`config.mk`:
```
export PLATFORM = sky130hd
export DESIGN_NAME = rsa_pe
export DESIGN_NICKNAME = d
export VERILOG_FILES = /design/src/common/rsa_pkg.sv /design/src/rtl/rsa_pe.sv
export SDC_FILE = /design/constraint.sdc
export NUM_CORES = 1
export LEC_CHECK = 0
export BUFFER_PORTS_ARGS = -buffer_cell sky130_fd_sc_hd__buf_2
export CORE_MARGIN = 2
export CORE_UTILIZATION = 30
export DETAILED_ROUTE_END_ITERATION = 6
export GPL_ROUTABILITY_DRIVEN = 0
export PLACE_DENSITY = 0.52
export SYNTH_ARGS = -nofsm -noshare
export SYNTH_HDL_FRONTEND = slang
export SYNTH_SLANG_ARGS = --single-unit
export TNS_END_PERCENT = 5
```
`constraint.sdc`:
```
create_clock -name clk -period 3.7 [get_ports clk]
set_input_delay 0.74 -clock clk [delete_from_list [all_inputs] [get_ports clk]]
set_output_delay 0.74 -clock clk [all_outputs]
set_load 0.02 [all_outputs]
```
`src/common/rsa_pkg.sv`:
```
// shared types and default sizes for the systolic matrix engine

package rsa_pkg;

    // one matrix element
    // products and sums wrap modulo 2^16, so only the low 16 bits are kept
    typedef logic [15:0] data_t;

    // result adder mode, applied per output row
    // R = C, M + C, M - C or C - M
    typedef enum logic [1:0] {
        MODE_C         = 2'b00,
        MODE_M_PLUS_C  = 2'b01,
        MODE_M_MINUS_C = 2'b10,
        MODE_C_MINUS_M = 2'b11
    } mode_t;

    // default array height (rows of A and R)
    localparam int ROWS_DEF = 4;

    // default array width (columns of B and R)
    localparam int COLS_DEF = 4;

endpackage

```
`src/rtl/rsa_pe.sv`:
```
// processing element: multiply-accumulate, operand and control forwarding, result chain stage

`timescale 1ns/1ps

module rsa_pe (
    input  logic           clk,
    input  logic           i_rst_n,
    // control arriving from the west with the A operand
    input  logic           i_en,
    input  logic           i_clear,
    input  logic           i_done,
    // operands
    input  rsa_pkg::data_t i_west,
    input  rsa_pkg::data_t i_south,
    // result chain from the east neighbor
    input  rsa_pkg::data_t i_chain,
    input  logic           i_shift,
    // forwarded control and operands
    output logic           o_en,
    output logic           o_clear,
    output logic           o_done,
    output rsa_pkg::data_t o_east,
    output rsa_pkg::data_t o_north,
    // chain register, read by the west neighbor or by the drain
    output rsa_pkg::data_t o_chain
);

    rsa_pkg::data_t prod;
    rsa_pkg::data_t mac_next;
    rsa_pkg::data_t sum_q;

    // low 16 bits of the product only
    assign prod = i_west * i_south;

    // first operand of a job restarts the sum
    assign mac_next = i_clear ? prod : sum_q + prod;

    // control moves east one PE per cycle
    always_ff @(posedge clk or negedge i_rst_n) begin
        if (!i_rst_n) begin
            o_en    <= 1'b0;
            o_clear <= 1'b0;
            o_done  <= 1'b0;
        end else begin
            o_en    <= i_en;
            o_clear <= i_clear;
            o_done  <= i_done;
        end
    end

    // operand forwarding, A goes east and B goes north
    always_ff @(posedge clk) begin
        o_east  <= i_west;
        o_north <= i_south;
    end

    // accumulator
    always_ff @(posedge clk) begin
        if (i_en) begin
            sum_q <= mac_next;
        end
    end

    // chain stage
    // the last operand is folded in on the same edge it loads the chain,
    // shifting only starts once the whole grid is done
    always_ff @(posedge clk) begin
        if (i_en && i_done) begin
            o_chain <= mac_next;
        end else if (i_shift) begin
            o_chain <= i_chain;
        end
    end

    // the done flag rides on the last enabled beat, so the feeder skew
    // and every PE on the way must keep the two together
    a_done_with_en : assert property (
        @(posedge clk) disable iff (!i_rst_n)
        i_done |-> i_en
    ) else $error("rsa_pe: done seen without enable");

endmodule

```
==> results.json <==
{
  "slew_headroom": 0.423,
  "cpPeakStageDelay_ns": 0.55,
  "critPathBufInv": 5,
  "wl_per_cell_um": 15.0,
  "cts_made_buffers": 9,
  "ys_types": 42,
  "yosys_register_bits": 67,
  "cts_tree": "built",
  "syn2layout_area_growth_pct": 31.3,
  "drive_gt1_frac": 0.314,
  "cts.sinks": 67,
  "final_common_cell": "inv_1",
  "cts_max_path_buffers": 2,
  "drt_iter0_markers": 177,
  "startpoint_type": "primary input",
  "clockRootBuffer": "clkbuf_16",
  "violations": "negative setup slack",
  "slew_viol_final": 0,
  "final_cell_mix": "115 x inv_1, 93 x buf_2, 87 x buf_4",
  "crit_path_max_fanout": 8,
  "ctsHtreeMaxLevel": 3,
  "grt_pass1_vias": 5362,
  "postCtsHoldBufs": 0,
  "syn-num-nets": 869,
  "tightestPinTransition_ns": 0.866,
  "reg2reg_slack_ns": 0.76,
  "num_rows": 54,
  "dr_total_vias": 5045,
  "regToRegEndpoint": "o_chain[14]",
  "cts.clk_slew.worst_paths_ns": 0.07,
  "finalSetupViolCount": 24,
  "seq_area_frac_synth": 0.250,
  "ant_nets": 0,
  "worstPathRequired_ns": 3.81,
  "worstSkewPairLatency_ns": 0.35,
  "hp-class": "primary input to asynchronous set/reset pin",
  "finClkSkew_ns": 0.0142,
  "grt_pass1_wl_mm": 28.2,
  "post-dp-hpwl_mm": 13.9,
  "synth_enable_flop_cells": 32,
  "diodes": 0,
  "slowest_stage": "fa_1",
  "avgSynthCellArea_um2": 10.0,
  "synthArstFlopShare": 0.0448,
  "drt_wl_total_mm": 17.1,
  "syn_area_um2": 6720,
  "die_w_um": 154,
  "antenna_found_initial": 0,
  "cp_top_family": "adder cells",
  "routed_via_density": 4.43,
  "io_pins": 105,
  "finalHoldViolCount": 0,
  "met1_length_mm": 8.03,
  "period_share": 1.77,
  "nets": 1055,
  "fin_hold_ws_ns": 0.178,
  "finalCriticalPeriod_ns": 6.54,
  "setup_ws_ns": -2.84,
  "first_pass_iters": 4,
  "status": "complete, but fails checks",
  "met2_length_mm": 8.12,
  "grt_max_degree": 28,
  "chipHeight_um": 154,
  "yosysWarningCount": 0,
  "highest_layer": "met4",
  "max_cap_viol_count": 0,
  "worst-setup-path-type": "primary input to register",
  "rr_worst_depth": 10,
  "rsz0062_at_grt": "true",
  "end_kind": "register",
  "initial_core_util": 0.307,
  "drc": 0,
  "design.die.area_um2": 23600,
  "met3_length_um": 650,
  "fmax_mhz": 153,
  "reg2reg_from": "sum_q[0]",
  "syn_inst": 669,
  "ys.flop_type": "edfxtp_1",
  "design.core.area_um2": 21900,
  "grt_usage": 0.153,
  "cp_data_arrival_time_ns": 6.65,
  "crit_top_cell": "fa_1",
  "fillers": 2235,
  "grt.overflow.total": 0,
  "port_buffers": 104
}
[worst max path at each step]
stage                     from          end  slack, ns  depth (start not counted)
finish               i_west[7]  o_chain[15]      -2.84                         26
CTS                 i_south[4]  o_chain[15]      -2.87                         26
detailed placement   i_west[7]  o_chain[15]      -3.33                         26
global route         i_west[7]  o_chain[15]      -3.16                         26
floorplan           i_south[4]  o_chain[15]      -2.87                         26
global placement     i_west[7]  o_chain[15]      -3.37                         26
[sequential cells by signal (all words and copies together) (netlist names)]
| name | flops |
|---|---|
| o_east | 16 |
| sum_q | 16 |
| o_en | 1 |
| o_chain | 16 |
| o_done | 1 |
| o_north | 16 |
| o_clear | 1 |
[cell type report]
| cell class | instances | area [um2] | area share |
|---|---|---|---|
| clock buffer | 10 | 229 | 0.0260 |
| clock inverter | 6 | 88.8 | 0.0101 |
| inverter | 117 | 439 | 0.0498 |
| multi-input combinational | 468 | 4780 | 0.542 |
| sequential | 67 | 1680 | 0.190 |
| tap | 280 | 350 | 0.0397 |
| timing repair buffer | 192 | 1250 | 0.142 |
[per-layer routing]
layer,vias up,track usage
li1,2471,-
met1,2444,0.211
met2,111,0.244
met3,19,0.0271
met4,0,0.0511
met5,-,0
[logic make-up (layout without fill, tap and decap cells)]
family,Yosys count,count (layout),share of synthesized area
AND/OR/NAND/NOR,184,184,0.145
adder cells (fa/ha/maj),146,146,0.362
buffers and inverters,134,325,0.0762
flip-flops,67,67,0.250
AO/OA/AOI/OAI,64,64,0.0602
XOR/XNOR,51,51,0.0685
multiplexers,23,23,0.0386
[per-stage QoR]
step	util	TNS [ns]	std cells	instance area, um2	setup WS [ns]
2_1_floorplan	-	-42.90	669	6850	-2.87
3_3_place_gp	0.376	-55.18	1122	8230	-3.37
3_5_place_dp	0.376	-55.32	1122	8230	-3.33
4_1_cts	0.400	-43.86	1140	8750	-2.87
5_1_grt	0.403	-48.32	1140	8820	-3.16
6_report	0.403	-43.04	1140	8820	-2.84
[cells in the mapped netlist, types with 12 or more instances]
cell	count	area [um2]
xor2_1	12	105
and2_1	85	532
edfxtp_1	32	961
dfxtp_1	32	641
a21oi_1	19	95.1
o21ai_0	12	60.1
ha_1	65	813
nand2_1	67	251
fa_1	81	1620
mux2_2	22	248
inv_1	117	439
xnor2_1	38	333
clkbuf_1	14	52.6
a21o_1	12	90.1
[what timing repair did]
item                                    CTS  global route
pin swaps                                 7             1
cloned                                    0             0
gates resized for setup                  34            16
setup buffers                             2             0
endpoints found under the setup margin   24            24
endpoints found under the hold margin     0             0
Power is not shown: default switching activity piles up to over one toggle a cycle in this logic, so the estimate is an artifact.
