$ cat config.mk
export PLATFORM = sky130hd
export DESIGN_NAME = rsa_feeder
export DESIGN_NICKNAME = d
export VERILOG_FILES = /design/src/common/rsa_pkg.sv /design/src/rtl/rsa_feeder.sv
export SDC_FILE = /design/constraint.sdc
export NUM_CORES = 1
export LEC_CHECK = 0
export ABC_AREA = 1
export BUFFER_PORTS_ARGS = -buffer_cell sky130_fd_sc_hd__buf_4
export CORE_ASPECT_RATIO = 1.4
export CORE_MARGIN = 10
export CORE_UTILIZATION = 42
export DETAILED_ROUTE_END_ITERATION = 8
export GPL_ROUTABILITY_DRIVEN = 0
export HOLD_SLACK_MARGIN = 0.1
export MAX_ROUTING_LAYER = met4
export PLACE_DENSITY = 0.69
export SLEW_MARGIN = 20
export SYNTH_ARGS = -nofsm -noshare
export SYNTH_HDL_FRONTEND = slang
export SYNTH_SLANG_ARGS = --single-unit
$ cat constraint.sdc
create_clock -name clk -period 0.8 [get_ports clk]
set_input_delay 0.12 -clock clk [delete_from_list [all_inputs] [get_ports clk]]
set_output_delay 0.12 -clock clk [all_outputs]
set_load 0.03 [all_outputs]
$ cat src/common/rsa_pkg.sv
// shared types and default sizes for the systolic matrix engine

package rsa_pkg;

    // one matrix element
    // products and sums wrap modulo 2^16, so only the low 16 bits are kept
    typedef logic [15:0] data_t;

    // result adder mode, applied per output row
    // R = C, M + C, M - C or C - M
    typedef enum logic [1:0] {
        MODE_C         = 2'b00,
        MODE_M_PLUS_C  = 2'b01,
        MODE_M_MINUS_C = 2'b10,
        MODE_C_MINUS_M = 2'b11
    } mode_t;

    // default array height (rows of A and R)
    localparam int ROWS_DEF = 4;

    // default array width (columns of B and R)
    localparam int COLS_DEF = 4;

endpackage

$ cat src/rtl/rsa_feeder.sv
// operand feeder: input handshake, job tracking, mode hold and row/column skew

`timescale 1ns/1ps

module rsa_feeder #(
    parameter int ROWS = rsa_pkg::ROWS_DEF,
    parameter int COLS = rsa_pkg::COLS_DEF
) (
    input  logic                      clk,
    input  logic                      i_rst_n,
    // operand stream, one k per beat
    input  logic                      i_in_val,
    output logic                      o_in_rdy,
    input  rsa_pkg::data_t [ROWS-1:0] i_in_a,
    input  rsa_pkg::data_t [COLS-1:0] i_in_b,
    input  logic                      i_in_last,
    input  rsa_pkg::mode_t            i_in_mode,
    // release from the drain after the last result beat
    input  logic                      i_free,
    // skewed west edge of the grid
    output rsa_pkg::data_t [ROWS-1:0] o_row_a,
    output logic [ROWS-1:0]           o_row_en,
    output logic [ROWS-1:0]           o_row_clear,
    output logic [ROWS-1:0]           o_row_done,
    // skewed south edge of the grid
    output rsa_pkg::data_t [COLS-1:0] o_col_b,
    // mode of the job in flight
    output rsa_pkg::mode_t            o_mode
);

    logic fire;
    logic first_q;
    logic rdy_q;

    assign fire     = i_in_val && rdy_q;
    assign o_in_rdy = rdy_q;

    // first_q marks the next beat as the start of a job
    // input closes after the last beat and reopens on release
    always_ff @(posedge clk or negedge i_rst_n) begin
        if (!i_rst_n) begin
            first_q <= 1'b1;
            rdy_q   <= 1'b1;
            o_mode  <= rsa_pkg::MODE_C;
        end else begin
            if (fire) begin
                first_q <= i_in_last;
            end
            if (fire && first_q) begin
                o_mode <= i_in_mode;
            end
            if (fire && i_in_last) begin
                rdy_q <= 1'b0;
            end else if (i_free) begin
                rdy_q <= 1'b1;
            end
        end
    end

    // row r: r+1 stages, A word plus enable/clear/done travel together
    for (genvar r = 0; r < ROWS; r++) begin : g_row
        rsa_pkg::data_t a_sr [0:r];
        logic [r:0]     en_sr;
        logic [r:0]     clear_sr;
        logic [r:0]     done_sr;

        always_ff @(posedge clk or negedge i_rst_n) begin
            if (!i_rst_n) begin
                en_sr    <= '0;
                clear_sr <= '0;
                done_sr  <= '0;
            end else begin
                en_sr[0]    <= fire;
                clear_sr[0] <= fire && first_q;
                done_sr[0]  <= fire && i_in_last;
                for (int i = 1; i <= r; i++) begin
                    en_sr[i]    <= en_sr[i-1];
                    clear_sr[i] <= clear_sr[i-1];
                    done_sr[i]  <= done_sr[i-1];
                end
            end
        end

        // payload shifts every cycle, the enable qualifies it
        always_ff @(posedge clk) begin
            a_sr[0] <= i_in_a[r];
            for (int i = 1; i <= r; i++) begin
                a_sr[i] <= a_sr[i-1];
            end
        end

        assign o_row_a[r]     = a_sr[r];
        assign o_row_en[r]    = en_sr[r];
        assign o_row_clear[r] = clear_sr[r];
        assign o_row_done[r]  = done_sr[r];
    end

    // column c: c+1 stages of B
    for (genvar c = 0; c < COLS; c++) begin : g_col
        rsa_pkg::data_t b_sr [0:c];

        always_ff @(posedge clk) begin
            b_sr[0] <= i_in_b[c];
            for (int i = 1; i <= c; i++) begin
                b_sr[i] <= b_sr[i-1];
            end
        end

        assign o_col_b[c] = b_sr[c];
    end

    // release only comes for a closed input, so no job's beats can overlap
    a_free_when_closed : assert property (
        @(posedge clk) disable iff (!i_rst_n)
        i_free |-> !o_in_rdy
    ) else $error("rsa_feeder: release seen while input open");

endmodule

==> metrics, run 1 <==
routing usage on met1=0.138; IR drop worst, VDD=0.00212 V; number of instances on the worst hold path=2; clock tree root driver cell=clkbuf_16; Chip Height=177 um; Top Family by Delay on Critical Path=flip-flops; total core area=17,300 um2; fraction of layout cells with a size suffix above 1=0.564; via/cell ratio=3.83; number of CTS-inserted buffers=30; Reg2Reg Capture Point=o_mode[1]; area of the mapped netlist=7390 um2; maximum buffer depth of the clock tree=3; area of the die=23,400 um2; reg-to-reg startpoint=o_in_rdy; PortBufs=277; CP peak stage delay=0.55 ns; total clock sinks=336; sequential group share of total power=0.501; nets=936; total detailed-routing wirelength=19,000 um; drt first-iter violations=72; Reg2Reg Setup Slack=-0.21 ns; Simple-Gate Fraction of Synth Area=0.00796; remaining design rule violation count=0; slack of the critical path=-0.530 ns; antenna violations before repair=2; total of flip-flops plus latches after synthesis=336; Post-Route Skew=0.0102 ns; flip-flop and latch area=6970 um2; highest fanout seen on the critical path=2; Filler Cell Count=1,063; Global Route Usage Sum=0.161; setup repair after global routing missed its margin=yes; average cell area after synthesis=17.6 um2; portion of the clock cycle consumed by the worst path in the final layout=1.66; share of total power in the clock network=0.413; cells taking the most area after synthesis=dfxtp_1, buf_4, dfrtp_1, dfstp_2, nand2_1; final hold violation count=0; area leader, netlist=dfxtp_1; DR WL/cell=17.9 um; CP arrival=1.21 ns; proportion of synthesized chip area in sequential cells=0.922; initial core utilization=0.426; worst-path cell with the longest stage delay=dfstp_2; count of TritonRoute iterations in the first routing pass=2; synthesized netlist cell count=420; die outline width=132 um; type of the most critical hold path=input pin to flip-flop; kind of end point of the critical path=output port; Synth Area in Adders=0; net count of the mapped netlist=555; vias in the first global route=4,836; worst setup path startpoint=o_in_rdy; maximum number of pins on one net before global-route repair=17; run status=finished with violations; power spent charging and discharging nets=0.00781 W; XOR/XNOR share of the synthesized area=0; Data required, critical path=0.68 ns; unique cell type count in the Yosys netlist=9; H-tree levels=1; GR Layer Usage met3=0.0432; failing checks=setup timing; Layout area overhead=68.1%; worst hold margin=0.232 ns; switch share=0.215; leakage power summed over all cells=5.58 nW; hpwl dp=11,500 um; pwr/cell area=2920 nW/um2; largest family of logic cells by synthesized area=buffers and inverters; count of buffer and inverter cells on the critical path=1; total power consumption of the routed design=0.0363 W; max cap viols=0; worst max-slew margin expressed relative to the limit=0.860; cell-internal power=0.0284 W; global-route met2 utilization=0.318; clock transition at the registers of the reported paths=0.07 ns; total grt overflow=0; WHS Endpoint=g_row[1].a_sr[0][0]; multi-input gate area in the final layout=68.8 um2; global-route wire length before repair=28,000 um; fmax=752 MHz; TritonCTS clock tree=yes; Critical Path Start Type=flip-flop; area share of the largest cell type after synthesis=0.867; worst hold start=i_in_a[16]; total I/O pin count=278; busiest layer in global routing=met2; number of setup violations in the final report=150; worst-case reg-to-reg path depth=4; combinational fraction of design power=0.086; fraction of synthesized area in multiplexers=0; Site Rows=57; list of cells traversed by the critical path=buf_6; time the worst path needs with I/O delays and setup=1.33 ns; ANT nets after route=0; area fraction in compound gates after synthesis=0; count of pins over their slew limit=0; kind of critical path=flip-flop to output port; count of vias placed by the detailed router=4,075; pin slew with the least headroom to its limit=0.210 ns; worst skew pair latency=0.53 ns; number of warnings reported in the yosys synthesis log=0
## worst reg2reg max path: cells and delay by family, from the launching register on
family,cells,cell delay (ns)
AND/OR/NAND/NOR,3,0.21
flip-flops,1,0.55
buffers and inverters,1,0.15
## sequential cells by signal, summed over array words and instances, names as in the netlist
name / count
g_col.b_sr: 160
g_row.a_sr: 160
g_row.clear_sr: 4
g_row.done_sr: 4
g_row.en_sr: 4
o_mode: 2
first_q: 1
o_in_rdy: 1
## logic make-up after synthesis
group / after synthesis
and+or+nand+nor: 13
buffers and inverters: 71
DFF: 336
## worst max-delay path by stage
| stage | slack, ns | to | depth (start not counted) |
|---|---|---|---|
| after floorplan | -0.18 | o_mode[0] | 3 |
| after global placement | -0.09 | o_in_rdy | 3 |
| after detailed placement | -0.11 | o_mode[1] | 3 |
| after CTS | -0.55 | o_in_rdy | 1 |
| after global routing | -0.57 | o_in_rdy | 1 |
| final | -0.53 | o_in_rdy | 1 |
## layout make-up
class                           instances  area share
Tap cell                              236      0.0238
Clock inverter                         15      0.0156
Multi-Input combinational cell         13     0.00554
Antenna cell                            2    0.000403
Sequential cell                       336       0.561
Inverter                                4     0.00121
Timing Repair Buffer                  416       0.322
Clock buffer                           41      0.0703
## timing repair
action	in CTS	in global routing
cloned	0	0
buffers inserted	2	2
endpoints found under the setup margin	150	150
resized for setup	272	0
endpoints found under the hold margin	151	0
hold buffers	135	0
## stage by stage
step | setup WS [ns] | instances | instance area [um2] | util | TNS, ns
detailed placement | -0.110 | 866 | 9260 | 0.534 | -0.502
floorplan | -0.179 | 420 | 7390 | - | -0.907
global placement | -0.0944 | 866 | 9260 | 0.534 | -0.360
global route | -0.568 | 1063 | 12400 | 0.717 | -50.45
CTS | -0.548 | 1059 | 12400 | 0.715 | -48.43
finish | -0.530 | 1063 | 12400 | 0.717 | -45.05
## Yosys cell counts
| master | number |
|---|---|
| or2_1 | 1 |
| dfrtp_1 | 14 |
| buf_4 | 67 |
| dfstp_2 | 2 |
| nand3_1 | 2 |
| dfxtp_1 | 320 |
| nand4_1 | 2 |
| nand2_1 | 8 |
| inv_1 | 4 |
## power groups by stage
stage | logic (W) | registers (W) | clock network (W)
6_report | 0.00313 | 0.0182 | 0.0150
5_1_grt | 0.00326 | 0.0182 | 0.0160
3_5_place_dp | 0.00223 | 0.0184 | 0
4_1_cts | 0.00308 | 0.0181 | 0.0152
3_3_place_gp | 0.00219 | 0.0183 | 0
2_1_floorplan | 0.000692 | 0.0188 | 0
## cells in the final DEF, fill, tap and decap left out
master | netlist | final
dfxtp_2 | 0 | 128
nand3_2 | 0 | 2
dfrtp_1 | 14 | 14
clkbuf_1 | 0 | 4
clkinv_4 | 0 | 2
clkbuf_16 | 0 | 31
bufinv_16 | 0 | 4
clkinvlp_4 | 0 | 3
diode_2 | 0 | 2
buf_6 | 0 | 143
dfxtp_1 | 320 | 192
nand4_1 | 2 | 2
buf_4 | 67 | 138
inv_1 | 4 | 4
clkinv_2 | 0 | 5
dfstp_2 | 2 | 2
or2_1 | 1 | 1
nand2_1 | 8 | 8
clkbuf_8 | 0 | 6
inv_6 | 0 | 1
dlygate4sd3_1 | 0 | 135
## layer usage
| metal | vias up | wire length (um) |
|---|---|---|
| met4 | 0 | 484 |
| met2 | 155 | 11400 |
| li1 | 1990 | - |
| met5 | - | 0 |
| met1 | 1895 | 6000 |
| met3 | 35 | 1140 |
(Power assumes the default switching activity.)
==> run 2, diff against run 1 <==
==> constraint.sdc (replaced) <==
create_clock -name clk -period 0.8 [get_ports clk]
set_input_delay 0.04 -clock clk [delete_from_list [all_inputs] [get_ports clk]]
set_output_delay 0.04 -clock clk [all_outputs]
set_load 0.03 [all_outputs]
==> metrics, run 2 (same netlist as run 1, synthesis figures left out) <==
type of the most critical hold path=input pin to flip-flop; hpwl dp=11,400 um (-0.71%); pwr/cell area=2940 nW/um2 (+0.65%); total detailed-routing wirelength=19,300 um (+1.4%); number of setup violations in the final report=150 (unchanged); Post-Place Setup Slack=-0.117 ns (-0.00781 ns); setup repair after global routing missed its margin=yes; placed instance count=866 (unchanged); worst-path cell with the longest stage delay=dfstp_2; Site Rows=57 (unchanged); Chip Height=177 um (unchanged); run status=finished with violations; total clock sinks=336 (unchanged); maximum number of pins on one net before global-route repair=17 (unchanged); vias in the first global route=4,941 (+2.2%); Critical Path Start Type=flip-flop; kind of critical path=flip-flop to output port; worst max-slew margin expressed relative to the limit=0.865 (+0.00490); WHS Endpoint=g_row[3].a_sr[0][6]; Post-Route Skew=0.00878 ns (-0.00137 ns); Finished Layout Cells=1,063 (unchanged); PortBufs=277 (unchanged); CP peak stage delay=0.55 ns (about the same); total core area=17,300 um2 (unchanged); most common library cell in the layout ignoring fill and taps=dfxtp_1; fraction of layout cells with a size suffix above 1=0.572 (+0.00848); drt first-iter violations=117 (+63%); slack of the critical path=-0.438 ns (+0.0922 ns); Reg2Reg Capture Point=o_mode[1]; combinational fraction of design power=0.088 (+0.002); Top Family by Delay on Critical Path=flip-flops; Data required, critical path=0.76 ns (+0.08 ns); final hold violation count=0 (unchanged); nets=939 (+0.32%); worst skew pair latency=0.52 ns (about the same); failing checks=setup timing; kind of end point of the critical path=output port; worst hold start=i_in_a[54]; highest fanout seen on the critical path=2 (unchanged); pin slew with the least headroom to its limit=0.202 ns (-0.00735 ns); count of pins over their slew limit=0 (unchanged); leading cell types in the layout, fill and taps excluded=dfxtp_1, buf_6, buf_4; area of the die=23,400 um2 (unchanged); maximum buffer depth of the clock tree=3 (unchanged); worst hold margin=0.153 ns (-0.0781 ns); via/cell ratio=3.89 (+1.4%); list of cells traversed by the critical path=buf_6; total I/O pin count=278 (unchanged); worst-case reg-to-reg path depth=5 (+1); share of total power in the clock network=0.417 (+0.004); count of buffer and inverter cells on the critical path=1 (unchanged); switch share=0.213 (-0.00261); Global Route Usage Sum=0.161 (+0.000207); clock transition at the registers of the reported paths=0.07 ns (about the same); remaining design rule violation count=0 (unchanged); cell-internal power=0.0289 W (+1.6%); IR drop worst, VDD=0.00204 V (-4.1%); clock tree root driver cell=clkbuf_16; total grt overflow=0 (unchanged); antenna violations before repair=2 (unchanged); Worst path depth=1 (unchanged); portion of the clock cycle consumed by the worst path in the final layout=1.55 (-0.115); max cap viols=0 (unchanged); total power consumption of the routed design=0.0367 W (+1.2%); DR WL/cell=18.1 um (+1.4%); time the worst path needs with I/O delays and setup=1.24 ns (-0.0922 ns); Regs by FF count=g_col.b_sr x160, g_row.a_sr x160; CP arrival=1.20 ns (about the same); Layout area overhead=69.1%; power spent charging and discharging nets=0.00781 W (about the same); leakage power summed over all cells=5.61 nW (+0.44%); H-tree levels=1 (unchanged); number of instances on the worst hold path=2 (unchanged); Reg2Reg Setup Slack=-0.32 ns (-0.11 ns); ANT nets after route=0 (unchanged); count of vias placed by the detailed router=4,134 (+1.4%); sequential group share of total power=0.495 (-0.006); initial core utilization=0.426 (unchanged); TritonCTS clock tree=yes; number of CTS-inserted buffers=29 (-3.3%); count of TritonRoute iterations in the first routing pass=4 (+2); reg-to-reg startpoint=o_in_rdy; die outline width=132 um (unchanged); fmax=808 MHz (+7.5%); global-route wire length before repair=27,800 um (-0.54%); worst setup path startpoint=o_in_rdy
run 2: cell count changes in the layout (fill, tap and decap cells not counted), moves of 2 or more:
cell / before / now
buf_4: 138 / 141
bufinv_16: 4 / 7
clkbuf_1: 4 / 1
nand2_1: 8 / 5
clkbuf_16: 31 / 29
nand2_2: 0 / 2
nand3_2: 2 / 0
nand3_4: 0 / 2
run 2: final cells by class:
| type | instances | area, um2 |
|---|---|---|
| Tap cell | 236 | 295 |
| Multi-Input combinational cell | 13 | 96.3 |
| Antenna cell | 2 | 5.00 |
| Fill cell | 1027 | 4840 |
| Clock buffer | 35 | 798 |
| Inverter | 4 | 15.0 |
| Clock inverter | 17 | 274 |
| Timing Repair Buffer | 420 | 4040 |
| Sequential cell | 336 | 6970 |
run 2: metrics by stage:
| step | setup TNS [ns] | instance area, um2 | utilization |
|---|---|---|---|
| detailed placement | -0.420 | 9260 | 0.534 |
| floorplan | -0.907 | 7390 | - |
| finish | -33.69 | 12500 | 0.721 |
| global placement | -0.297 | 9260 | 0.534 |
| global route | -39.22 | 12500 | 0.721 |
| CTS | -36.45 | 12400 | 0.716 |
run 2: how the worst max path moves through the flow:
stage	endpoint
2_1_floorplan	o_mode[0]
3_3_place_gp	o_in_rdy
3_5_place_dp	o_mode[1]
4_1_cts	o_in_rdy
5_1_grt	o_in_rdy
6_report	o_in_rdy
run 2: power groups by stage:
stage	combinational [W]	sequential [W]	clock, W
6_report	0.00323	0.0182	0.0153
5_1_grt	0.00335	0.0182	0.0163
4_1_cts	0.00308	0.0181	0.0155
3_5_place_dp	0.00223	0.0184	0
3_3_place_gp	0.00219	0.0183	0
2_1_floorplan	0.000692	0.0188	0
run 2: routing by layer:
metal / GRT usage / wire length (um) / vias up
met4: 0.0785 / 786 / 0
li1: - / - / 1994
met2: 0.311 / 11100 / 166
met3: 0.0409 / 1120 / 50
met1: 0.140 / 6220 / 1924
met5: - / 0 / -
run 2: repair_timing:
| action | 4_1_cts | 5_1_grt |
|---|---|---|
| pin swaps | 0 | 3 |
| hold buffers | 135 | 0 |
| hold endpoints to repair | 151 | 0 |
| buffers inserted | 2 | 6 |
| setup endpoints to repair | 149 | 150 |
| resized for setup | 272 | 9 |
run 2: worst reg2reg max path: stages, from the launching register on:
cell and delay [ns]:
dfstp_2 0.55, buf_4 0.12, buf_8 0.12, nand3_4 0.09, nand2_2 0.09, nand2_1 0.05
==> run 3, diff against run 2 <==
Settings changed: RECOVER_POWER set to 100, SKIP_LAST_GASP set to 1.
==> metrics, run 3 (same netlist as run 1, synthesis figures left out) <==
ANT nets after route=0 (unchanged); nets=939 (unchanged); leading cell types in the layout, fill and taps excluded=dfxtp_1, buf_6, dlygate4sd3_1; global-route wire length before repair=27,800 um (unchanged); area of the die=23,400 um2 (unchanged); count of vias placed by the detailed router=4,156 (+0.53%); worst-path cell with the longest stage delay=dfstp_2; count of buffer and inverter cells on the critical path=1 (unchanged); cell-internal power=0.0288 W (-0.11%); antenna violations before repair=2 (unchanged); Global Route Usage Sum=0.161 (unchanged); worst skew pair latency=0.53 ns (about the same); sequential group share of total power=0.496 (about the same); power spent charging and discharging nets=0.00779 W (-0.27%); final hold violation count=0 (unchanged); fmax=810 MHz (+0.21%); Post-Route Skew=0.00852 ns (-0.000261 ns); H-tree levels=1 (unchanged); CP peak stage delay=0.55 ns (about the same); Critical Path Start Type=flip-flop; via/cell ratio=3.91 (+0.44%); Layout area overhead=69.1% (about the same); CP arrival=1.19 ns (about the same); maximum number of pins on one net before global-route repair=17 (unchanged); die outline width=132 um (unchanged); setup repair after global routing missed its margin=yes; total grt overflow=0 (unchanged); total clock sinks=336 (unchanged); pwr/cell area=2930 nW/um2 (-0.17%); list of cells traversed by the critical path=buf_6; run status=finished with violations; count of TritonRoute iterations in the first routing pass=4 (unchanged); placed instance count=866 (unchanged); highest fanout seen on the critical path=2 (unchanged); worst max-slew margin expressed relative to the limit=0.856 (-0.00962); switch share=0.213 (-0.000272); drt first-iter violations=113 (-3.4%); remaining design rule violation count=0 (unchanged); final design utilization=0.721 (about the same); kind of critical path=flip-flop to output port; fraction of layout cells with a size suffix above 1=0.572 (unchanged); PortBufs=277 (unchanged); Site Rows=57 (unchanged); count of pins over their slew limit=0 (unchanged); DR WL/cell=18.0 um (-0.89%); clock transition at the registers of the reported paths=0.06 ns (about the same); max cap viols=0 (unchanged); initial core utilization=0.426 (unchanged); Finished Layout Cells=1,064 (+0.094%); kind of end point of the critical path=output port; number of setup violations in the final report=152 (+1.3%); total I/O pin count=278 (unchanged); total core area=17,300 um2 (unchanged); total detailed-routing wirelength=19,100 um (-0.80%); Regs by FF count=g_col.b_sr x160, g_row.a_sr x160; leakage power summed over all cells=5.58 nW (-0.49%); TritonCTS clock tree=yes; Data required, critical path=0.76 ns (about the same); combinational fraction of design power=0.087 (about the same); maximum buffer depth of the clock tree=3 (unchanged); failing checks=setup timing; number of CTS-inserted buffers=29 (unchanged); hpwl dp=11,400 um (unchanged); portion of the clock cycle consumed by the worst path in the final layout=1.54 (-0.00328); share of total power in the clock network=0.417 (about the same); slack of the critical path=-0.435 ns (+0.00262 ns); type of the most critical hold path=input pin to flip-flop; pin slew with the least headroom to its limit=0.217 ns (+0.0144 ns); Top Family by Delay on Critical Path=flip-flops; most common library cell in the layout ignoring fill and taps=dfxtp_1; vias in the first global route=4,941 (unchanged); setup TNS=-33.67 ns (+0.0211 ns); Chip Height=177 um (unchanged); clock tree root driver cell=clkbuf_16; IR drop worst, VDD=0.00204 V (+0.45%); Post-Place Setup Slack=-0.117 ns (unchanged); time the worst path needs with I/O delays and setup=1.23 ns (-0.00262 ns)
## run 3: cell types whose count changed in the layout (fill, tap and decap cells not counted)
cell and change:
clkbuf_4 +132, diode_2 +1, buf_4 -132
## run 3: routing by layer
metal,part of all wire,vias up,track usage
li1,-,1997,-
met1,0.32,1939,0.140
met2,0.58,167,0.311
met3,0.058,53,0.0409
met4,0.042,0,0.0785
met5,0,-,-
## run 3: final timing paths
check | from | endpoint | slack [ns] | depth (start not counted)
hold reg to reg | g_row[3].a_sr[2][3] | g_row[3].a_sr[3][3] | 0.32 | 0
max in group asynchronous | i_rst_n | first_q | -0.01 | 3
hold / removal | i_in_a[54] | g_row[3].a_sr[0][6] | 0.17 | 2
setup / recovery | o_in_rdy | o_in_rdy | -0.43 | 1
setup reg to reg | o_in_rdy | o_mode[1] | -0.32 | 5
min in group asynchronous | i_rst_n | g_row[3].en_sr[2] | 0.56 | 3
## run 3: area by class of cell
type	count	area (um2)
Clock buffer	35	798
Sequential cell	336	6970
Inverter	4	15.0
Timing Repair Buffer	420	4040
Tap cell	236	295
Fill cell	1027	4840
Clock inverter	17	274
Multi-Input combinational cell	13	96.3
Antenna cell	3	7.51
## run 3: metrics by stage
stage          cell area [um2]  hold WS [ns]  total power (W)
6_report                 12500         0.172           0.0366
5_1_grt                  12500         0.163           0.0378
4_1_cts                  12400         0.127           0.0367
3_5_place_dp              9260       -0.0916           0.0206
3_3_place_gp              9260        -0.101           0.0205
2_1_floorplan             7390        -0.256           0.0195
## run 3: power by group through the flow
stage                     Sequential [W]  Clock [W]  Combinational [W]
after floorplan                   0.0188          0           0.000692
after global placement            0.0183          0            0.00219
after detailed placement          0.0184          0            0.00223
after CTS                         0.0181     0.0155            0.00308
after global routing              0.0182     0.0163            0.00331
final                             0.0182     0.0153            0.00318
## run 3: what timing repair did
item                       CTS  global route
hold buffers               135             0
pin swaps                    0             3
resized for setup          272             9
setup buffers                2             6
hold endpoints to repair   151             0
setup endpoints to repair  149           150
