===== src/common/rsa_pkg.sv =====
// shared types and default sizes for the systolic matrix engine

package rsa_pkg;

    // one matrix element
    // products and sums wrap modulo 2^16, so only the low 16 bits are kept
    typedef logic [15:0] data_t;

    // result adder mode, applied per output row
    // R = C, M + C, M - C or C - M
    typedef enum logic [1:0] {
        MODE_C         = 2'b00,
        MODE_M_PLUS_C  = 2'b01,
        MODE_M_MINUS_C = 2'b10,
        MODE_C_MINUS_M = 2'b11
    } mode_t;

    // default array height (rows of A and R)
    localparam int ROWS_DEF = 4;

    // default array width (columns of B and R)
    localparam int COLS_DEF = 4;

endpackage


===== src/rtl/rsa_drain.sv =====
// result drain: chain shift-out, M combine by mode and output stream

`timescale 1ns/1ps

module rsa_drain #(
    parameter int ROWS = rsa_pkg::ROWS_DEF,
    parameter int COLS = rsa_pkg::COLS_DEF
) (
    input  logic                      clk,
    input  logic                      i_rst_n,
    input  rsa_pkg::mode_t            i_mode,
    // corner PE done, every sum is in its chain register
    input  logic                      i_all_done,
    // column 0 chain outputs, one per row
    input  rsa_pkg::data_t [ROWS-1:0] i_chain,
    // M stream
    input  logic                      i_m_val,
    output logic                      o_m_rdy,
    input  rsa_pkg::data_t [ROWS-1:0] i_m,
    // result stream
    output logic                      o_out_val,
    input  logic                      i_out_rdy,
    output rsa_pkg::data_t [ROWS-1:0] o_out_c,
    // grid and feeder control
    output logic                      o_shift,
    output logic                      o_free
);

    localparam int CW = $clog2(COLS);

    logic                      run_q;
    logic [CW-1:0]             cnt_q;
    logic                      last_q;
    logic                      m_fire;
    logic                      cnt_end;
    rsa_pkg::data_t [ROWS-1:0] res;

    // take M only when the output register is free or emptying now
    assign o_m_rdy = run_q && (!o_out_val || i_out_rdy);
    assign m_fire  = o_m_rdy && i_m_val;
    assign cnt_end = (cnt_q == CW'(COLS - 1));

    // each accepted beat moves the next column into column 0
    assign o_shift = m_fire;

    // per-row result adder
    always_comb begin
        for (int r = 0; r < ROWS; r++) begin
            case (i_mode)
                rsa_pkg::MODE_M_PLUS_C:  res[r] = i_m[r] + i_chain[r];
                rsa_pkg::MODE_M_MINUS_C: res[r] = i_m[r] - i_chain[r];
                rsa_pkg::MODE_C_MINUS_M: res[r] = i_chain[r] - i_m[r];
                default:                 res[r] = i_chain[r];
            endcase
        end
    end

    // beat counter and output valid
    always_ff @(posedge clk or negedge i_rst_n) begin
        if (!i_rst_n) begin
            run_q     <= 1'b0;
            cnt_q     <= '0;
            last_q    <= 1'b0;
            o_out_val <= 1'b0;
            o_free    <= 1'b0;
        end else begin
            // release once the final column has left
            o_free <= o_out_val && i_out_rdy && last_q;
            if (i_all_done) begin
                run_q <= 1'b1;
                cnt_q <= '0;
            end else if (m_fire) begin
                cnt_q <= cnt_q + 1'b1;
                if (cnt_end) begin
                    run_q <= 1'b0;
                end
            end
            if (m_fire) begin
                o_out_val <= 1'b1;
                last_q    <= cnt_end;
            end else if (i_out_rdy) begin
                o_out_val <= 1'b0;
                last_q    <= 1'b0;
            end
        end
    end

    // result register, loaded only on an accepted M column
    always_ff @(posedge clk) begin
        if (m_fire) begin
            o_out_c <= res;
        end
    end

    // a stalled result holds its value and stays offered
    a_out_hold : assert property (
        @(posedge clk) disable iff (!i_rst_n)
        o_out_val && !i_out_rdy |=> o_out_val && $stable(o_out_c)
    ) else $error("rsa_drain: result changed while stalled");

endmodule


===== config.mk =====
export PLATFORM = sky130hd
export DESIGN_NAME = rsa_drain
export DESIGN_NICKNAME = d
export VERILOG_FILES = /design/src/common/rsa_pkg.sv /design/src/rtl/rsa_drain.sv
export SDC_FILE = /design/constraint.sdc
export NUM_CORES = 1
export LEC_CHECK = 0
export BUFFER_PORTS_ARGS = -buffer_cell sky130_fd_sc_hd__clkbuf_2
export CAP_MARGIN = 25
export CELL_PAD_IN_SITES_DETAIL_PLACEMENT = 1
export CELL_PAD_IN_SITES_GLOBAL_PLACEMENT = 1
export CORE_MARGIN = 2
export CORE_UTILIZATION = 45
export DETAILED_ROUTE_END_ITERATION = 12
export PLACE_DENSITY = 0.95
export SKIP_CTS_REPAIR_TIMING = 1
export SYNTH_ARGS = -nofsm -noshare
export SYNTH_HDL_FRONTEND = slang
export SYNTH_SLANG_ARGS = --single-unit
export TNS_END_PERCENT = 5

===== constraint.sdc =====
create_clock -name clk -period 5.1 [get_ports clk]
set_input_delay 0.51 -clock clk [delete_from_list [all_inputs] [get_ports clk]]
set_output_delay 0.51 -clock clk [all_outputs]
set_load 0.02 [all_outputs]

==> metrics.txt, run 1 <==
status finished, final reports clean; GPL Wtd Cong 0.911; Initial DRC Count 546; total CTS buffers 9; CP required 5.20 ns; XOR/XNOR Fraction of Synth Area 13.5%; Synth Flop Type edfxtp_1; post-synthesis adder-cell area fraction 17.4%; pin count of the biggest net entering global routing 99; final setup fails 0; FF-to-FF setup slack 2.80 ns; P_leak 5.45 nW; Initial Util 45.6%; die height 152 um; ratio of cells with drive above 1 in the final layout 17.4%; Setup TNS Final 0 ns; maximum root-to-sink buffer count 2; f_max 0.268 GHz; Final Cycle Share 73.1%; post-layout min period 3.73 ns; Reg area 2070 sq um; port bufs 202; vias in the first global route 10700; Worst setup EP type flip-flop; main combinational cell family by area after synthesis compound AO/OA/AOI/OAI gates; Filler Cells Inserted 2785; footprint of the multi-input gates 7350 sq um; Yosys top cell area share 19.4%; maximum VDD drop 0.138 mV; biggest area consumer among synthesized cells edfxtp_1; Post-DP HPWL 26700 um; Placeable Area 21800 sq um; Mapped Area 9920 sq um; Clock Latency Late Sink 0.35 ns; Syn Nets 1490; Final Hold Vio Count 0; Detailed Route WL 33500 um; num ports 203; Compound-Gate Fraction of Synth Area 25.2%; Via Count 10200; dominant cells by area after synthesis edfxtp_1, ha_1, xnor2_1; Tightest Pin Transition 1.04 ns; first-pass GRT wire length 53100 um; simple logic cell fraction of the synthesized area 15.9%; vias per cell 5.98; RSZ-0062 raised after global routing false; Syn Inst Count 1222; final instance area 11500 sq um; Pwr per Cell Area 248 nW/um^2; row cnt 54; remaining global-route overflow 0; clock sink count 70; DRT antenna net count 0; worst path arrival time 3.82 ns; Final Util 53.0%; Worst Setup Path Type primary input to flip-flop; H-tree depth 3; #FFs+latches synth 70; yosys warns 0; CTS tree yes; Worst slew margin 30.6%; clk_skew 0.00665 ns; DP Area 11200 sq um; root buffer cell clkbuf_16; fraction of synthesized area in multiplexers 2.16%; CTS clk-pin slew, worst paths 0.06 ns; hold crit path type primary input to flip-flop; Seq/Total Area, Yosys 20.9%; mean routed wirelength per cell 19.7 um; die width 152 um; gr usage total 28.0%; CP max FO 20; router iterations before antenna repair 5; FFs w/ async S/R, synth 8.57%; Slew Limit Fails 0; Residual DRC 0; Post-Syn Area per Cell 8.12 sq um; max-cap viol count 0; Final nets 1679; EDFF count, synth 64; initial antenna violation count 3; die area 23200 sq um; Distinct cells, synth 71; area delta synth->final 16.2%; startpoint types primary input
-- metal layers --
metal	GRT usage [%]	vias up	wire length, um
li1	-	4835	-
met1	33.2	4925	14200
met2	49.6	316	16600
met3	3.56	82	1420
met4	14.3	0	1240
met5	0	-	0
-- registers in the layout (all words and copies together), names as in the netlist --
signal,count
o_out_val,1
o_out_c,64
o_free,1
run_q,1
cnt_q,2
last_q,1
-- metrics by stage --
step	instances	setup WS [ns]	power [mW]	hold slack, ns
floorplan	1222	1.08	1.79	0.214
global placement	1679	1.26	2.15	0.342
detailed placement	1679	1.10	2.22	0.351
CTS	1695	1.45	2.85	-0.0217
global route	1699	1.03	3.03	0.346
finish	1699	1.37	2.86	0.345
-- final cells by class --
| type | count | area share (%) |
|---|---|---|
| sequential | 70 | 18.0 |
| tap | 280 | 3.04 |
| inverter | 98 | 3.19 |
| multi-input combinational | 1021 | 63.8 |
| timing repair buffer | 211 | 9.40 |
| clock inverter | 5 | 0.293 |
| clock buffer | 11 | 2.19 |
| antenna | 3 | 0.0652 |
-- worst max-delay path, cell delays in order --
cell	delay [ns]
clkbuf_2	0.28
and2_1	0.21
buf_4	0.26
nor2_1	0.10
xnor2_1	0.13
ha_1	0.34
a21oi_1	0.26
o21ai_0	0.17
a222oi_1	0.49
a21oi_1	0.23
a311oi_1	0.40
xnor2_1	0.16
a22oi_1	0.10
xnor2_1	0.18
-- worst paths after layout --
check,start,to,depth (start not counted)
max,i_mode[1],o_out_c[15]$_DFFE_PP_,14
min,i_all_done,cnt_q[0]$_DFFE_PN0P_,2
max reg2reg,o_out_val$_DFFE_PN0P_,o_out_c[52]$_DFFE_PP_,5
min reg2reg,run_q$_DFFE_PN0P_,run_q$_DFFE_PN0P_,1
max in group asynchronous,i_rst_n,o_free$_DFF_PN0_,2
min in group asynchronous,i_rst_n,cnt_q[1]$_DFFE_PN0P_,2
-- placed cells by master, fill, tap and decap left out, drive strengths merged, types with 6 or more instances in the layout --
| master | count |
|---|---|
| buf | 9 |
| o211ai | 7 |
| dfrtp | 6 |
| a211oi | 32 |
| nor2b | 13 |
| a31oi | 23 |
| a21o | 51 |
| and2 | 7 |
| ha | 125 |
| clkbuf | 212 |
| edfxtp | 64 |
| inv | 98 |
| o21a | 10 |
| nand3b | 9 |
| o21ai | 68 |
| a22oi | 8 |
| a21oi | 126 |
| nor3 | 30 |
| nand2b | 32 |
| nand3 | 12 |
| o21bai | 6 |
| xnor2 | 115 |
| and3 | 15 |
| fa | 8 |
| o31ai | 10 |
| nand2 | 81 |
| mux2i | 18 |
| nor2 | 100 |
| xor2 | 38 |
-- logic make-up after synthesis --
group / count (synthesis)
AO/OA/AOI/OAI: 389
AND/OR/NAND/NOR: 325
XOR/XNOR: 153
adder cells (fa/ha/maj): 133
buffers and inverters: 131
flip-flops: 70
multiplexers: 21
-- cells in the mapped netlist, types with 3 or more instances --
master    number
a211oi_1      32
or2_2          3
o211ai_1       7
a22oi_1        8
xor2_1        38
a311oi_1       3
a31oi_1       23
a21oi_1      126
buf_1          6
nor4_1         4
o41ai_1        3
clkbuf_1      27
xnor2_1      115
nor2b_1       13
nand4_1        3
a21boi_0       5
o21a_1         9
nand2b_1      32
a221o_1        3
nand3_1       12
nor3_1        30
ha_1         125
dfrtp_1        6
edfxtp_1      64
nor2_1       100
a21o_1        50
o21ai_0       67
inv_1         98
o31ai_1       10
a41o_1         4
fa_1           8
and3_1        13
nor3b_1        5
nand2_1       81
and4_1         4
o21bai_1       6
mux2_2         3
nand3b_1       9
mux2i_1       18
and2_1         6
-- report_power, final --
| group | internal, mW | switching [mW] | leakage (nW) | total, mW |
|---|---|---|---|---|
| registers | 0.730 | 0.0234 | 0.687 | 0.754 |
| clock network | 0.355 | 0.266 | 0.138 | 0.621 |
| logic | 0.604 | 0.878 | 4.63 | 1.48 |
Note: power is estimated with default switching activity, not from simulation.
==> inputs of run 2 (changes only) <==
--- a/config.mk
+++ b/config.mk
@@ -10,9 +10,9 @@
 export CELL_PAD_IN_SITES_DETAIL_PLACEMENT = 1
 export CELL_PAD_IN_SITES_GLOBAL_PLACEMENT = 1
 export CORE_MARGIN = 2
-export CORE_UTILIZATION = 45
+export CORE_UTILIZATION = 42
 export DETAILED_ROUTE_END_ITERATION = 12
-export PLACE_DENSITY = 0.95
+export PLACE_DENSITY = 0.9
 export SKIP_CTS_REPAIR_TIMING = 1
 export SYNTH_ARGS = -nofsm -noshare
 export SYNTH_HDL_FRONTEND = slang
==> constraint.sdc (replaced) <==
create_clock -name clk -period 3.73 [get_ports clk]
set_input_delay 0.373 -clock clk [delete_from_list [all_inputs] [get_ports clk]]
set_output_delay 0.373 -clock clk [all_outputs]
set_load 0.02 [all_outputs]
==> run 2 against run 1 <==
- critical path depth unchanged
- clock skew rose by 0.00081 ns
- routed wire length is 0.10% lower
- global-route usage is 1.2 points lower
- critical path type unchanged
- critical endpoint is now o_out_c[13]$_DFFE_PP_
- highest routed layer unchanged
==> metrics.txt, run 2 (synthesized netlist as in run 1, its figures left out) <==
largest registers o_out_c: 64 flops, cnt_q: 2 flops (unchanged); vias in the first global route 10500 (was 10700); hold_ws 0.206 ns (was 0.345 ns); remaining global-route overflow 0 (unchanged); final setup fails 0 (unchanged); post-layout min period 3.38 ns; CP required 3.83 ns (was 5.20 ns); clock sink count 70 (unchanged); hold crit path type primary input to flip-flop (unchanged); reg2reg end o_out_c[46]$_DFFE_PP_ (was o_out_c[52]$_DFFE_PP_); Clock Latency Late Sink 0.36 ns (was 0.35 ns); Pwr Total 4.11 mW (was 2.86 mW); Placeable Area 23300 sq um (was 21800 sq um); status finished, final reports clean (unchanged); Slew Limit Fails 0 (unchanged); Final Hold Vio Count 0 (unchanged); commonest non-fill, non-tap cell in the layout clkbuf_2 (unchanged); area delta synth->final 18.5% (was 16.2%); Slowest-stage cell, CP a222oi_1 (unchanged); f_max 0.296 GHz; root buffer cell clkbuf_16 (unchanged); Detailed Route WL 33400 um (was 33500 um); Most flops, register o_out_c (unchanged); startpoint types primary input (unchanged); Reg-to-Reg Start o_out_val$_DFFE_PN0P_ (unchanged); Residual DRC 0 (unchanged); DRT antenna net count 0 (unchanged); Max stage delay on crit path 0.41 ns (was 0.49 ns); maximum VDD drop 0.175 mV (was 0.138 mV); Via Count 10000 (was 10200); final instance area 11800 sq um (was 11500 sq um); die width 158 um (was 152 um); row cnt 56 (was 54); die height 158 um (was 152 um); most used cell, CP a21oi_1 (was xnor2_1); P_leak 5.56 nW (was 5.45 nW); Tightest Pin Transition 0.960 ns (was 1.04 ns); H-tree depth 3 (unchanged); FF-to-FF setup slack 1.96 ns (was 2.80 ns); most frequent cells in the layout clkbuf_2, a21oi_1, ha_1 (unchanged); Reg area 2070 sq um (unchanged); Final Cycle Share 90.5%; gr usage total 26.8% (was 28.0%); Final WS setup 0.353 ns (was 1.37 ns); Setup TNS Final 0 ns (unchanged); RSZ-0062 raised after global routing false (unchanged); mean routed wirelength per cell 19.1 um (was 19.7 um); worst path arrival time 3.48 ns (was 3.82 ns); Worst slew margin 35.8% (was 30.6%); vias per cell 5.72 (was 5.98); initial antenna violation count 1 (was 3); Critical Path Start i_m[4] (was i_mode[1]); Post-DP HPWL 26800 um (was 26700 um); max-cap viol count 0 (unchanged); Worst setup EP type flip-flop (unchanged); Worst Setup Path Type primary input to flip-flop (unchanged); maximum root-to-sink buffer count 2 (unchanged); DP Area 11400 sq um (was 11200 sq um); Initial Util 42.5% (was 45.6%); CTS clk-pin slew, worst paths 0.07 ns (was 0.06 ns); first-pass GRT wire length 52700 um (was 53100 um); total CTS buffers 9 (unchanged); Filler Cells Inserted 2947 (was 2785); CTS tree yes (unchanged); CP Cell Sequence clkbuf_2 -> nor3_1 -> nand3b_1 -> o31ai_1 -> xor2_1 -> ha_1 -> inv_1 -> nor2_1 -> a222oi_1 -> a21oi_1 -> a21o_1 -> a21oi_1 -> xnor2_1 -> a221o_1 (was clkbuf_2 -> and2_1 -> buf_4 -> nor2_1 -> xnor2_1 -> ha_1 -> a21oi_1 -> o21ai_0 -> a222oi_1 -> a21oi_1 -> a311oi_1 -> xnor2_1 -> a22oi_1 -> xnor2_1); FF-to-FF path depth 5 (unchanged); Setup crit end o_out_c[13]$_DFFE_PP_ (was o_out_c[15]$_DFFE_PP_); pin count of the biggest net entering global routing 66 (was 99); num ports 203 (unchanged); Pwr per Cell Area 350 nW/um^2 (was 248 nW/um^2); router iterations before antenna repair 7 (was 5); GPL Wtd Cong 0.928 (was 0.911); clk_skew 0.00746 ns (was 0.00665 ns); worst slack, placed 0.0231 ns (was 1.10 ns); port bufs 202 (unchanged); die area 24900 sq um (was 23200 sq um); CP max FO 4 (was 20); Final nets 1694 (was 1679); Initial DRC Count 387 (was 546); Largest register FFs 64 (unchanged); ratio of cells with drive above 1 in the final layout 18.3% (was 17.4%); footprint of the multi-input gates 7350 sq um (unchanged)
==> run 2: cell types whose count changed in the layout (fill, tap and decap cells not counted), sizes merged <==
cell      before  now
clkinvlp       2    1
diode          3    1
buf            9   24
clkbuf       212  215
clkinv         3    1
==> run 2: routing by layer <==
metal  track usage, %  vias up  share of wire (%)
met2             47.1      281                 49
li1                 -     4846                  -
met1             33.0     4835                 43
met5                0        -                  0
met4             9.70        0                2.6
met3             4.11       56                5.5
==> run 2: worst min-delay path by stage <==
stage	start	endpoint	cells past startpoint
floorplan	i_rst_n	cnt_q[0]$_DFFE_PN0P_	0
global placement	i_rst_n	o_free$_DFF_PN0_	1
detailed placement	i_rst_n	o_free$_DFF_PN0_	1
CTS	i_rst_n	o_free$_DFF_PN0_	1
global route	i_all_done	cnt_q[0]$_DFFE_PN0P_	2
finish	i_all_done	cnt_q[0]$_DFFE_PN0P_	2
==> run 2: power breakdown <==
part	switching, mW	total [mW]	internal [mW]
Combinational	1.19	2.03	0.843
Sequential	0.0323	1.03	0.997
Clock	0.419	1.05	0.633
Total	1.64	4.11	2.47
==> run 2: critical path: cells and delay by family <==
| kind | cells | cell delay [ns] |
|---|---|---|
| AND/OR/NAND/NOR | 3 | 0.58 |
| XOR/XNOR | 2 | 0.29 |
| AO/OA/AOI/OAI | 6 | 1.67 |
| adder cells (fa/ha/maj) | 1 | 0.30 |
| buffers and inverters | 2 | 0.27 |
==> run 2: final cells by class <==
type                    count  area share, %
clock buffers              14           2.88
inverters                  98           3.13
flip-flops and latches     70           17.6
clock inverters             2          0.106
multi-input cells        1021           62.6
diodes                      1         0.0213
repair buffers            226           10.3
well taps                 319           3.40
==> run 2: through the flow <==
step                      instances  utilization (%)
final                          1751             50.4
after global routing           1750             50.4
after CTS                      1749             50.3
after detailed placement       1733             48.8
after global placement         1733             48.8
after floorplan                1222                -
==> inputs of run 3 (changes only) <==
--- a/config.mk
+++ b/config.mk
@@ -5,15 +5,17 @@
 export SDC_FILE = /design/constraint.sdc
 export NUM_CORES = 1
 export LEC_CHECK = 0
+export ABC_AREA = 1
 export BUFFER_PORTS_ARGS = -buffer_cell sky130_fd_sc_hd__clkbuf_2
 export CAP_MARGIN = 25
 export CELL_PAD_IN_SITES_DETAIL_PLACEMENT = 1
 export CELL_PAD_IN_SITES_GLOBAL_PLACEMENT = 1
 export CORE_MARGIN = 2
-export CORE_UTILIZATION = 42
+export CORE_UTILIZATION = 43
 export DETAILED_ROUTE_END_ITERATION = 12
-export PLACE_DENSITY = 0.9
+export PLACE_DENSITY = 0.95
 export SKIP_CTS_REPAIR_TIMING = 1
+export SLEW_MARGIN = 25
 export SYNTH_ARGS = -nofsm -noshare
 export SYNTH_HDL_FRONTEND = slang
 export SYNTH_SLANG_ARGS = --single-unit
==> constraint.sdc (replaced) <==
create_clock -name clk -period 4.25 [get_ports clk]
set_input_delay 0.425 -clock clk [delete_from_list [all_inputs] [get_ports clk]]
set_output_delay 0.425 -clock clk [all_outputs]
set_load 0.02 [all_outputs]
==> run 3 against run 2 <==
- flip-flop and latch count did not move
- largest power group unchanged
- sequential share of layout area fell by 1.6 points
- utilization fell by 0.30 points
- combinational power fell by 11%
- clock skew rose by 0.0073 ns
- largest cell class unchanged
==> metrics.txt, run 3 <==
die area 27300 sq um (was 24900 sq um); num ports 203 (unchanged); Initial Util 43.4% (was 42.5%); mean routed wirelength per cell 17.5 um (was 19.1 um); Post-Syn Area per Cell 6.08 sq um (was 8.12 sq um); RSZ-0062 raised after global routing false (unchanged); Reg-to-Reg Start o_out_val$_DFFE_PN0P_ (unchanged); switching share of power 43.7% (was 39.9%); worst path arrival time 3.08 ns (was 3.48 ns); ratio of cells with drive above 1 in the final layout 11.9% (was 18.3%); CP max FO 5 (was 4); most common library cells after synthesis nand2_1, inv_1, nand3_1 (was a21oi_1, ha_1, xnor2_1); DRT antenna net count 0 (unchanged); Slew Limit Fails 0 (unchanged); combinational share of power 49.9% (was 49.4%); clk_skew 0.0148 ns (was 0.00746 ns); port bufs 202 (unchanged); Net Switching 1.58 mW (was 1.64 mW); row cnt 59 (was 56); clock sink count 70 (unchanged); Mapped Area 11200 sq um (was 9920 sq um); Max stage delay on crit path 0.35 ns (was 0.41 ns); post-layout min period 2.97 ns; Reg power frac 24.5% (was 25.0%); Inst Count DP 2359 (was 1733); Slowest-stage cell, CP a21oi_1 (was a222oi_1); pin count of the biggest net entering global routing 45 (was 66); router iterations before antenna repair 5 (was 7); Final Cycle Share 69.9%; root buffer cell clkbuf_16 (unchanged); GPL Wtd Cong 0.956 (was 0.928); Detailed Route WL 41600 um (was 33400 um); CP Cell Sequence clkbuf_2 -> inv_1 -> ha_1 -> inv_1 -> nor3_1 -> nand2_1 -> nor2_1 -> a31oi_1 -> xnor2_1 -> ha_1 -> a21oi_1 -> nand2_1 -> nand2_1 -> nand2_1 -> a21oi_1 -> nand3_1 -> nand3_1 -> nand2_1 (was clkbuf_2 -> nor3_1 -> nand3b_1 -> o31ai_1 -> xor2_1 -> ha_1 -> inv_1 -> nor2_1 -> a222oi_1 -> a21oi_1 -> a21o_1 -> a21oi_1 -> xnor2_1 -> a221o_1); Final Hold Vio Count 0 (unchanged); dominant cells by area after synthesis nand2_1, edfxtp_1, ha_1 (was edfxtp_1, ha_1, xnor2_1); yosys warns 0 (unchanged); hold_ws 0.259 ns (was 0.206 ns); CP required 4.36 ns (was 3.83 ns); Placeable Area 25800 sq um (was 23300 sq um); area delta synth->final 15.4% (was 18.5%); CTS clk-pin slew, worst paths 0.06 ns (was 0.07 ns); Worst Min Path Start i_all_done (unchanged); Yosys top cell area share 19.0% (was 19.4%); hold crit path type primary input to flip-flop (unchanged); most frequent cells in the layout nand2_1, inv_1, nand3_1, clkbuf_2, a21oi_1 (was clkbuf_2, a21oi_1, ha_1); Residual DRC 0 (unchanged); clock share of power 25.6% (about the same); most frequent cell after synthesis nand2_1 (was a21oi_1); vias in the first global route 13700 (was 10500); remaining global-route overflow 0 (unchanged); die height 165 um (was 158 um); Largest register FFs 64 (unchanged); Clock Latency Late Sink 0.36 ns (about the same); FFs w/ async S/R, synth 8.57% (unchanged); Post-DP HPWL 33500 um (was 26800 um); Critical Path Start i_m[17] (was i_m[4]); Top Family by Delay on Critical Path simple AND/OR/NAND/NOR gates (was compound AO/OA/AOI/OAI gates); P_leak 7.18 nW (was 5.56 nW); Pwr per Cell Area 281 nW/um^2 (was 350 nW/um^2); most used cell, CP nand2_1 (was a21oi_1); non-filler cells, final 2376 (was 1751); max-cap viol count 0 (unchanged); Via Count 13200 (was 10000); startpoint types primary input (unchanged); Internal Power 2.04 mW (was 2.47 mW); Filler Cells Inserted 3644 (was 2947); met3 wire length 1760 um (was 1830 um); Reg area 2070 sq um (unchanged); Syn Nets 2108 (was 1490); Syn Inst Count 1840 (was 1222); gr usage total 30.6% (was 26.8%); initial antenna violation count 1 (unchanged); Setup TNS Final 0 ns (unchanged); die width 165 um (was 158 um); Synth Flop Type edfxtp_1 (unchanged); Tightest Pin Transition 0.885 ns (was 0.960 ns); H-tree depth 3 (unchanged); biggest area consumer among synthesized cells nand2_1 (was edfxtp_1); vias per cell 5.55 (was 5.72); Worst setup EP type flip-flop (unchanged); Final nets 2304 (was 1694); Initial DRC Count 609 (was 387); Distinct cells, synth 36 (was 71); final setup fails 0 (unchanged); Worst slew margin 41.0% (was 35.8%); #FFs+latches synth 70 (unchanged); commonest non-fill, non-tap cell in the layout nand2_1 (was clkbuf_2); footprint of the multi-input gates 7860 sq um (was 7350 sq um); CTS tree yes (unchanged); f_max 0.337 GHz; Most flops, register o_out_c (unchanged); WL met2 20600 um (was 16300 um); Worst Setup Path Type primary input to flip-flop (unchanged); EDFF count, synth 64 (unchanged); met1 wire length 17800 um (was 14500 um); largest registers o_out_c: 64 flops, cnt_q: 2 flops (unchanged); highest routed layer met4 (unchanged); Seq/Total Area, Yosys 18.5% (was 20.9%); Bufs and invs on worst path 3 (was 2); maximum VDD drop 0.153 mV (was 0.175 mV); total CTS buffers 9 (unchanged); maximum root-to-sink buffer count 2 (unchanged); ANT cells 0 (was 1); FF-to-FF setup slack 2.13 ns (was 1.96 ns); first-pass GRT wire length 66400 um (was 52700 um); status finished, final reports clean (unchanged)
## run 3: cell types whose count changed in the layout (fill, tap and decap cells not counted), moves of 21 or more
cell and delta:
nor2_1 +28, a211oi_1 -32, nand3_1 +190, inv_1 +200, xnor2_1 -98, nand2_1 +485, nand2b_1 -32, a31oi_1 -21
a21o_1 -50, a21oi_1 +22
## run 3: per-stage QoR
step	power [mW]	util (%)	setup WS, ns	area [sq um]
after floorplan	2.12	-	1.29	11200
after global placement	2.58	48.7	1.06	12600
after detailed placement	2.68	48.7	0.962	12600
after CTS	3.62	50.0	1.32	12900
after global routing	3.89	50.1	0.985	12900
final	3.62	50.1	1.28	12900
## run 3: kinds of logic (layout without fill, tap and decap cells)
group           after synthesis  after routing  synth area share, %
simple gates                980            980                 37.2
buf+inv                     326            527                 11.2
compound gates              271            271                 12.9
fa+ha+maj                   133            133                 15.4
flops                        70             70                 18.5
xor+xnor                     60             60                 4.70
## run 3: per-layer routing
| metal | track usage, % | vias up |
|---|---|---|
| met1 | 36.3 | 6343 |
| met4 | 13.1 | 0 |
| li1 | - | 6398 |
| met5 | 0 | - |
| met3 | 4.07 | 106 |
| met2 | 55.2 | 329 |
## run 3: area by class of cell
type	instances	share of cell area, %
Clock buffer	9	1.75
Sequential cell	70	16.1
Multi-Input combinational cell	1444	60.9
Clock inverter	7	0.873
Inverter	302	8.81
Timing Repair Buffer	209	8.36
Tap cell	335	3.25
## run 3: power by group through the flow
stage | clock network (mW) | logic (mW) | registers [mW]
floorplan | 0 | 1.12 | 0.993
detailed placement | 0 | 1.77 | 0.902
global placement | 0 | 1.68 | 0.900
finish | 0.926 | 1.81 | 0.889
global route | 0.961 | 2.03 | 0.895
CTS | 0.934 | 1.79 | 0.889
## run 3: path summary, 6_finish.rpt
| check | endpoint | cells after the start |
|---|---|---|
| min reg2reg | run_q$_DFFE_PN0P_ | 2 |
| max reg2reg | run_q$_DFFE_PN0P_ | 9 |
| min in group asynchronous | cnt_q[1]$_DFFE_PN0P_ | 2 |
| max | o_out_c[31]$_DFFE_PP_ | 18 |
| max in group asynchronous | o_free$_DFF_PN0_ | 2 |
| min | cnt_q[1]$_DFFE_PN0P_ | 2 |
